==> src/tsu_pkg.sv <==
`default_nettype none

package tsu_pkg;

	// video line or x pixel coordinate, 512 positions
	typedef logic [8:0] line_t;

	// DRAM page, the top bits of a DRAM word address
	typedef logic [7:0] page_t;

	// data word of DRAM and of both local memories
	typedef logic [15:0] word_t;

	// sprite file address, 85 descriptors of three words
	typedef logic [7:0] sf_addr_t;

	// tile map buffer address
	// slot[8:7], word in row[6:1], plane[0]
	typedef logic [8:0] tmb_addr_t;

	// DRAM word address
	typedef logic [20:0] dram_addr_t;

	// tile number, bits 11:6 give the bitmap row, 5:0 the column
	typedef logic [11:0] tile_num_t;

	// renderer palette
	typedef logic [3:0] pal_t;

	// graphics word within a bitmap line
	typedef logic [5:0] tsr_addr_t;

	// size code, 8 to 64 pixels in steps of 8
	typedef logic [2:0] xsize_t;

	// memory depths
	localparam int SF_WORDS = 256;
	localparam int TMB_WORDS = 512;

	// layers in scan order
	localparam int LAYERS = 6;
	localparam int LYR_TM = 0;
	localparam int LYR_S0 = 1;
	localparam int LYR_T0 = 2;
	localparam int LYR_S1 = 3;
	localparam int LYR_T1 = 4;
	localparam int LYR_S2 = 5;

	// sprite file address that ends all sprite layers
	localparam int SF_LAST = 255;

	// the prefetch works this many lines ahead of the render
	localparam int TM_LOOKAHEAD = 16;

	// sprite walker, one state per descriptor word read
	typedef enum logic [2:0] {
		SPR_NONE,
		SPR_R0_PRE,
		SPR_R0,
		SPR_R1_PRE,
		SPR_R1,
		SPR_R2
	} spr_state_e;

	// tile walker, read issued or descriptor on the bus
	typedef enum logic {
		TILE_PRE,
		TILE_VALID
	} tile_state_e;

endpackage

`default_nettype wire

==> src/sprite_walker.sv <==
`timescale 1ns/1ps
`default_nettype none

module sprite_walker import tsu_pkg::*; (
	input  logic       clk,
	input  logic       rst_n,
	input  logic       start,
	input  line_t      line,
	input  logic [2:0] spr_active,
	input  page_t      sgpage,
	input  word_t      sf_rdata,
	input  logic       tsr_rdy,
	output sf_addr_t   sf_raddr,
	output logic       spr_go,
	output logic [2:0] spr_end,
	output line_t      spr_x,
	output line_t      spr_line,
	output tsr_addr_t  spr_addr,
	output xsize_t     spr_xs,
	output logic       spr_xf,
	output pal_t       spr_pal,
	output page_t      spr_page
);

	spr_state_e state;
	// file pointer, always the word being read
	sf_addr_t   sreg;
	// one-hot sprite layer, S0 first
	logic [2:0] s_layer;

	// R0 fields
	line_t      s_ycrd;
	xsize_t     s_ysz;
	logic       s_act;
	logic       s_leap;
	logic       s_yflp;

	line_t      s_dline;
	logic [5:0] s_ymax;
	logic [5:0] s_bmoff;
	logic       s_visible;
	logic       spr_valid;
	logic       in_r0;
	logic       sprites_last;
	logic       s_layer_end;

	// latched from R0 and R1
	logic       leap_r;
	logic [5:0] bmoff_r;

	assign s_ycrd = sf_rdata[8:0];
	assign s_ysz = sf_rdata[11:9];
	assign s_act = sf_rdata[13];
	assign s_leap = sf_rdata[14];
	assign s_yflp = sf_rdata[15];

	// sprite line hit by this video line, wraps mod 512
	assign s_dline = line - s_ycrd;
	assign s_ymax = {s_ysz, 3'b111};
	assign s_visible = s_dline <= {3'b000, s_ymax};
	assign spr_valid = s_visible && s_act;
	assign s_bmoff = s_yflp ? (s_ymax - s_dline[5:0]) : s_dline[5:0];

	assign in_r0 = state == SPR_R0;
	assign sf_raddr = sreg;

	// descriptor bases are multiples of 3, 255 is the first past the end
	assign sprites_last = (state != SPR_NONE) && (sreg == sf_addr_t'(SF_LAST));

	// R2 word on the bus, go for the current layer only
	assign spr_go = (state == SPR_R2) && tsr_rdy && (|(spr_active & s_layer));

	// leap ends the layer at the skip or after the task
	assign s_layer_end = (in_r0 && !spr_valid && s_leap) || (spr_go && leap_r);
	assign spr_end = ({3{s_layer_end}} & s_layer) | {3{sprites_last}};

	// renderer task, tile number and palette straight from R2
	assign spr_line = {sf_rdata[11:6], 3'b000} + {3'b000, bmoff_r};
	assign spr_addr = sf_rdata[5:0];
	assign spr_pal = sf_rdata[15:12];
	assign spr_page = sgpage;

	always_ff @(posedge clk or negedge rst_n)
	begin
		if (!rst_n)
			state <= SPR_NONE;
		else if (start)
			state <= SPR_R0_PRE;
		else if (sprites_last)
			state <= SPR_NONE;
		else
		begin
			case (state)
				SPR_R0_PRE:
					state <= SPR_R0;
				// hidden sprite goes straight to the next descriptor
				SPR_R0:
					state <= spr_valid ? SPR_R1_PRE : SPR_R0_PRE;
				SPR_R1_PRE:
					state <= SPR_R1;
				SPR_R1:
					state <= SPR_R2;
				// hold here until the renderer takes the task
				SPR_R2:
					if (spr_go)
						state <= SPR_R0_PRE;
				default:
					state <= SPR_NONE;
			endcase
		end
	end

	// R0 at base, R1 read in R1_PRE, R2 read from R1 on
	always_ff @(posedge clk or negedge rst_n)
	begin
		if (!rst_n)
			sreg <= '0;
		else if (start)
			sreg <= '0;
		else if (in_r0)
			sreg <= sreg + (spr_valid ? 8'd1 : 8'd3);
		else if (state == SPR_R1_PRE || spr_go)
			sreg <= sreg + 8'd1;
	end

	always_ff @(posedge clk or negedge rst_n)
	begin
		if (!rst_n)
			s_layer <= 3'b000;
		else if (start)
			s_layer <= 3'b001;
		else if (s_layer_end)
			s_layer <= {s_layer[1:0], 1'b0};
	end

	always_ff @(posedge clk)
	begin
		if (in_r0)
		begin
			leap_r <= s_leap;
			bmoff_r <= s_bmoff;
		end
		// R1 holds x position, size and flip
		if (state == SPR_R1)
		begin
			spr_x <= sf_rdata[8:0];
			spr_xs <= sf_rdata[11:9];
			spr_xf <= sf_rdata[15];
		end
	end

endmodule

`default_nettype wire

==> config.mk <==
export PLATFORM = sky130hd
export DESIGN_NAME = sprite_walker
export DESIGN_NICKNAME = d
export VERILOG_FILES = /design/src/tsu_pkg.sv /design/src/sprite_walker.sv
export SDC_FILE = /design/constraint.sdc
export NUM_CORES = 1
export LEC_CHECK = 0
export BUFFER_PORTS_ARGS = -buffer_cell sky130_fd_sc_hd__buf_2
export CAP_MARGIN = 20
export CORE_MARGIN = 2
export CORE_UTILIZATION = 29
export CTS_CLUSTER_SIZE = 20
export DETAILED_ROUTE_END_ITERATION = 8
export PLACE_DENSITY = 0.56
export SYNTH_ARGS = -nofsm -noshare
export SYNTH_HDL_FRONTEND = slang
export SYNTH_SLANG_ARGS = --single-unit
==> constraint.sdc <==
create_clock -name clk -period 3.6 [get_ports clk]
set_clock_uncertainty 0.15 [all_clocks]
set_input_delay 0.18 -clock clk [delete_from_list [all_inputs] [get_ports clk]]
set_output_delay 0.18 -clock clk [all_outputs]
set_load 0.01 [all_outputs]
; Word-level counts from Yosys, hierarchy flattened
; Cells that the tools add are included.
[word_totals]
n_memories = 0
mem_bits_rw = 0
in_bits = 40
word_cells = 50
out_inout_bits = 52
romBits = 0
latchBits = 0
register_bits = 34
[op_classes]
div = 0
magnitude_cmp = 1
shift = 0
mul = 0
reduce_logical = 14
bitwise_logic = 3
eq_ne = 7
add_sub_neg = 5
n_mux = 12
[ops]
columns = cell, n
row1 = 8-bit two-way mux, 3
row2 = 3-bit two-way mux, 5
row3 = 3-bit case mux with 5 select lines, 1
row4 = 9-bit by 6-bit adder with 9-bit output, 1
row5 = 9-bit by 6-bit <= comparator with 1-bit output, 1
row6 = 9-bit subtractor, 1
row7 = 8-bit by 1-bit adder with 8-bit output (second input constant), 1
row8 = 8-bit by 2-bit adder with 8-bit output, 1
row9 = 8-bit equality test (second input constant), 1
row10 = 1-bit logical AND, 7
row11 = 3-bit AND, 2
row12 = 3-bit by 2-bit equality test with 1-bit output (second input constant), 2
row13 = 3-bit equality test (second input constant), 2
row14 = 6-bit two-way mux, 1
row15 = 3-bit nonzero test, 2
row16 = 6-bit subtractor, 1
row17 = 2-bit two-way mux, 2
row18 = 4-bit != test (second input constant), 1
row19 = 3-bit by 1-bit equality test with 1-bit output (second input constant), 1
row20 = 3-bit OR, 1
row21 = 3-bit OR reduction, 1
row22 = 1-bit logical OR, 2
row23 = 2-bit nonzero test, 1
row24 = 1-bit zero test, 1

; Longest topological paths before layout
[depth]
word_depth = 9
ltp_mapped = 19
depth_no_buf = 19

; Worst setup path after synthesis
; No wires, ideal clock.
[synth_timing]
kind = input -> register
start = input port line[0]
end = register sreg[7], in the netlist sf_raddr[7]
setup_ns = 0.132
t_arrival_ns = 3.403
path_stages = 19
slack_ns = -0.085
path_buffers = 0
required_ns = 3.318
cell_sequence = inv_1 -> ha_1 -> fa_1 -> nor2b_1 -> o31a_2 -> a21o_1 -> inv_1 -> ha_1 -> a21o_1 -> a21o_1 -> a21o_1 -> a2111oi_4 -> a21boi_2 -> ha_1 -> a21o_1 -> o211a_1 -> nor2b_1 -> xnor2_1 -> nor2_1
[synth_between]
elab_chain_cells = 7
[synth_rtl]
columns = item, line
row1 = "start, declared", sprite_walker.sv:8  ; input line_t line,
row2 = 9-bit subtractor, sprite_walker.sv:58  ; assign s_dline = line - s_ycrd;
row3 = 9-bit by 6-bit <= comparator with 1-bit output, sprite_walker.sv:60  ; assign s_visible = s_dline <= {3'b000, s_ymax};
row4 = 1-bit logical AND, sprite_walker.sv:61  ; assign spr_valid = s_visible && s_act;
row5 = 2-bit two-way mux, sprite_walker.sv:121  ; sreg <= sreg + (spr_valid ? 8'd1 : 8'd3);
row6 = 8-bit by 2-bit adder with 8-bit output, sprite_walker.sv:121
row7 = 8-bit two-way mux, sprite_walker.sv:120  ; else if (in_r0)
row8 = 8-bit two-way mux, sprite_walker.sv:118  ; else if (start)
row9 = "end signal, assigned", sprite_walker.sv:121
row10 = "end signal, assigned", sprite_walker.sv:123  ; sreg <= sreg + 8'd1;
row11 = "end, declared", sprite_walker.sv:27  ; sf_addr_t sreg;
; Every way passes these cells.
; A chain may end at the register's enable or synchronous reset.

; Final worst setup path
[layout_timing]
start = input port sf_rdata[1]
end = output port spr_end[0]
[layout_between]
elab_chain_cells = 9
[layout_rtl]
columns = item, line
row1 = "start, declared", sprite_walker.sv:11  ; input word_t sf_rdata,
row2 = 9-bit subtractor, sprite_walker.sv:58
row3 = 9-bit by 6-bit <= comparator with 1-bit output, sprite_walker.sv:60
row4 = 1-bit logical AND, sprite_walker.sv:61
row5 = 1-bit zero test, sprite_walker.sv:74  ; assign s_layer_end = (in_r0 && !spr_valid && s_leap) || (spr_go && leap_r);
row6 = 1-bit logical AND (2 in a row), sprite_walker.sv:74
row7 = 1-bit logical OR, sprite_walker.sv:74
row8 = 3-bit AND, sprite_walker.sv:75  ; assign spr_end = ({3{s_layer_end}} & s_layer) | {3{sprites_last}};
row9 = 3-bit OR, sprite_walker.sv:75
row10 = "end, declared", sprite_walker.sv:15  ; output logic [2:0] spr_end,
; Every way passes these cells.

==> results by group <==
Global route
  – Grt total ovfl: 0
  – First-pass GRT wire length: about 8000 µm
  – Initial antenna violation count: 0
  – All-Layer GR Usage: 0.119
  – Vias in the first global route: between 1500 and 2000
  – Largest net degree at the start of global routing: 17

Logic synthesis
  – Post-Synth XOR/XNOR Area: 0.0775
  – Synth warn: 0
  – Post-Syn Nets: 271
  – Mapped Avg Cell Area: between 10 and 15 µm²
  – FF+latch count, synth: 34
  – Simple-gate portion of the synthesized area: 0.107
  – Count of cell types in the netlist: 42
  – Mux cell area share after synthesis: 0.0138
  – Sequential element share of the synthesized area: 0.421
  – Number of synthesized flops with an enable pin: 20
  – Post-Synthesis Cells: roughly 210
  – Post-synthesis adder-cell area fraction: 0.124
  – Compound-Gate Fraction of Synth Area: 0.145
  – Largest family of logic cells by synthesized area: compound AO/OA/AOI/OAI gates
  – Post-synth ARST share: 0.412
  – Top FF cell, synth: edfxtp_1
  – Cell area after synthesis: 2260 µm²

Power
  – Pwr Total: 1060 µW
  – Leakage: about 0.0014 µW
  – Power Density: approximately 350 nW/µm²
  – Peak supply drop: 119 µV

Clock tree
  – Clk root buf: clkbuf_8
  – CTS buffer count: 5
  – CTS tree: built
  – Number of H-tree levels: 2
  – Clock Tree Buf Depth: 2
  – Clk_lat worst skew: a little under 0.3 ns
  – CTS clk-pin slew, worst paths: ~0.07 ns
  – # clock sinks: 34

Floorplan
  – # rows: 32
  – Initial Utilization: 0.295
  – Die width: 92.3 µm
  – # IOs: 92
  – CORE AREA: approximately 7600 µm²
  – Die area: approximately 8500 µm²
  – Die height: 92.3 µm

Job
  – Max_cap viols: 0

Worst setup path
  – Critical path's slowest cell: ha_1
  – Largest delay share family, worst path: compound AO/OA/AOI/OAI gates
  – Setup CP Type: in -> out
  – Flop-to-flop setup slack: roughly 1.4 ns
  – Worst endpoint required time: about 3.3 ns
  – Max incr delay on CP: about 0.32 ns
  – CP most frequent cell: a21o_1
  – Worst path cell trace: buf_8 -> inv_4 -> ha_4 -> nor2b_4 -> o31a_1 -> o21a_1 -> nor2_2 -> xnor2_2 -> ha_1 -> nor3b_2 -> nand4_1 -> a21o_1 -> a2111oi_4 -> a21boi_2 -> buf_4 -> a22o_4 -> a21o_1 -> buf_2
  – Setup crit end kind: primary output
  – Crit path max fanout: 4
  – Buf/Inv on CP: 4
  – Critical path launch point type: input port
  – Worst Path Arrival: roughly 3.2 ns

Timing
  – Slew HR: 0.756
  – Final setup TNS: 0 ns
  – Final setup viols: 0
  – Max-slew violation count: 0
  – Crit share post-route: 0.970
  – Max Clk Rate: about 290 MHz
  – Worst-Margin Slew: 0.357 ns
  – Final min period: roughly 3.5 ns
  – RSZ-0062 raised after global routing: yes
  – Fin. Hold Viols: 0

Placed design
  – Area after DPL: between 2000 and 3000 µm²
  – IO Port Bufs: 73
  – Gpl congestion: between 0.8 and 0.9
  – Hpwl dp: 3820 µm

Route
  – Total wire length: a little over 5000 µm
  – Final ANT Viol Nets: 0
  – Routed wire length per instance: ~13 µm
  – Via count: approximately 1700
  – Initial DRT Pass Iterations: 4
  – Number of DRC violations after detailed-routing iteration 0: 37
  – DRC Markers: 0
  – Avg Vias per Cell: 4.35

Final layout
  – Layout cells sized above 1: 0.407
  – Final std cell area, no fill: approximately 3000 µm²
  – Final #Nets: roughly 360
  – Post-layout util: 0.403
  – N_diodes: 0
  – Layout area overhead: 36.3%

Worst hold path
  – Worst hold path class: in -> reg

Outcome
  – Outcome: completed
final cells by class:
| cell class | count | area [µm²] |
|---|---|---|
| sequential | 34 | 951 |
| inverter | 23 | 88.8 |
| tap | 102 | 128 |
| multi-input combinational | 131 | 1170 |
| fill | 758 | 4570 |
| clock buffer | 6 | 82.6 |
| clock inverter | 2 | 11.3 |
| timing repair buffer | 104 | 648 |
logic make-up (layout without fill, tap and decap cells):
family	Yosys count	after routing
fa+ha+maj	20	20
xor+xnor	20	20
simple gates	46	46
mux	3	3
flops	34	34
buf+inv	46	135
compound gates	42	42
what timing repair did:
item | 4_1_cts | 5_1_grt
setup endpoints to repair | 3 | 8
gates resized for setup | 2 | 22
hold endpoints to repair | 25 | 0
pin swaps | 0 | 6
hold buffers | 12 | 0
setup buffers | 0 | 3
flip-flops by register name, summed over array words and instances, names as in the netlist:
register	flops
bmoff_r	6
leap_r	1
s_layer	3
sf_raddr	8
spr_x	9
spr_xf	1
spr_xs	3
state	3
power by group:
| part | total (µW) | internal [µW] | switching, µW |
|---|---|---|---|
| clock | 304 | 154 | 150 |
| combinational | 310 | 162 | 148 |
| sequential | 449 | 435 | 14.3 |
per-stage QoR:
stage          cells  setup slack [ns]  hold slack [ns]
6_report         402             0.109           0.0287
5_1_grt          402           -0.0980           0.0321
4_1_cts          399          -0.00583           0.0226
3_5_place_dp     379            -0.145          -0.0487
3_3_place_gp     379            -0.152          -0.0485
2_1_floorplan    211            0.0325           -0.266
cells in the mapped netlist (all sizes together), types with 2 or more instances:
cell type	n	area, µm²
nor3	4	30.0
a21oi	5	25.0
clkbuf	2	7.51
nand3	3	15.0
ha	16	200
edfxtp	20	601
o31a	3	27.5
nand2	4	15.0
nand2b	7	43.8
mux2i	2	20.0
nor2b	7	43.8
o21ai	7	35.0
xor2	6	52.6
o21a	3	22.5
fa	4	80.1
dfrtp	14	350
nand4	2	12.5
a21o	11	82.6
xnor2	14	123
inv	23	86.3
a2111oi	3	46.3
nor2	16	60.1
buf	21	158
layer usage:
| layer | track usage | vias to the layer above | routed length, µm |
|---|---|---|---|
| met5 | 0 | - | 0 |
| li1 | - | 882 | - |
| met4 | 0.0498 | 0 | 80 |
| met2 | 0.189 | 43 | 2440 |
| met3 | 0.0173 | 6 | 235 |
| met1 | 0.163 | 817 | 2350 |
worst paths after layout:
path,from,endpoint,cells past startpoint
setup / recovery,sf_rdata[1],spr_end[0],18
hold / removal,sf_rdata[2],spr_x[2]$_DFFE_PN_,2
setup reg to reg,state[2]$_DFFE_PN0P_,sf_raddr[4]$_DFFE_PN0P_,11
hold reg to reg,state[2]$_DFFE_PN0P_,state[1]$_DFFE_PN0P_,1
max in group asynchronous,rst_n,state[1]$_DFFE_PN0P_,2
min in group asynchronous,rst_n,s_layer[0]$_DFFE_PN0P_,2
cells in the final DEF (no fill, tap or decap), drive strengths merged, types with 6 or more instances in the layout:
cell type	instances
dlygate4sd3	12
dfrtp	14
o21ai	7
nor2b	7
buf	92
clkbuf	6
nand2b	7
inv	24
edfxtp	20
ha	16
a21o	11
nor2	16
xor2	6
xnor2	14
Note: power is estimated with default switching activity, not from simulation.
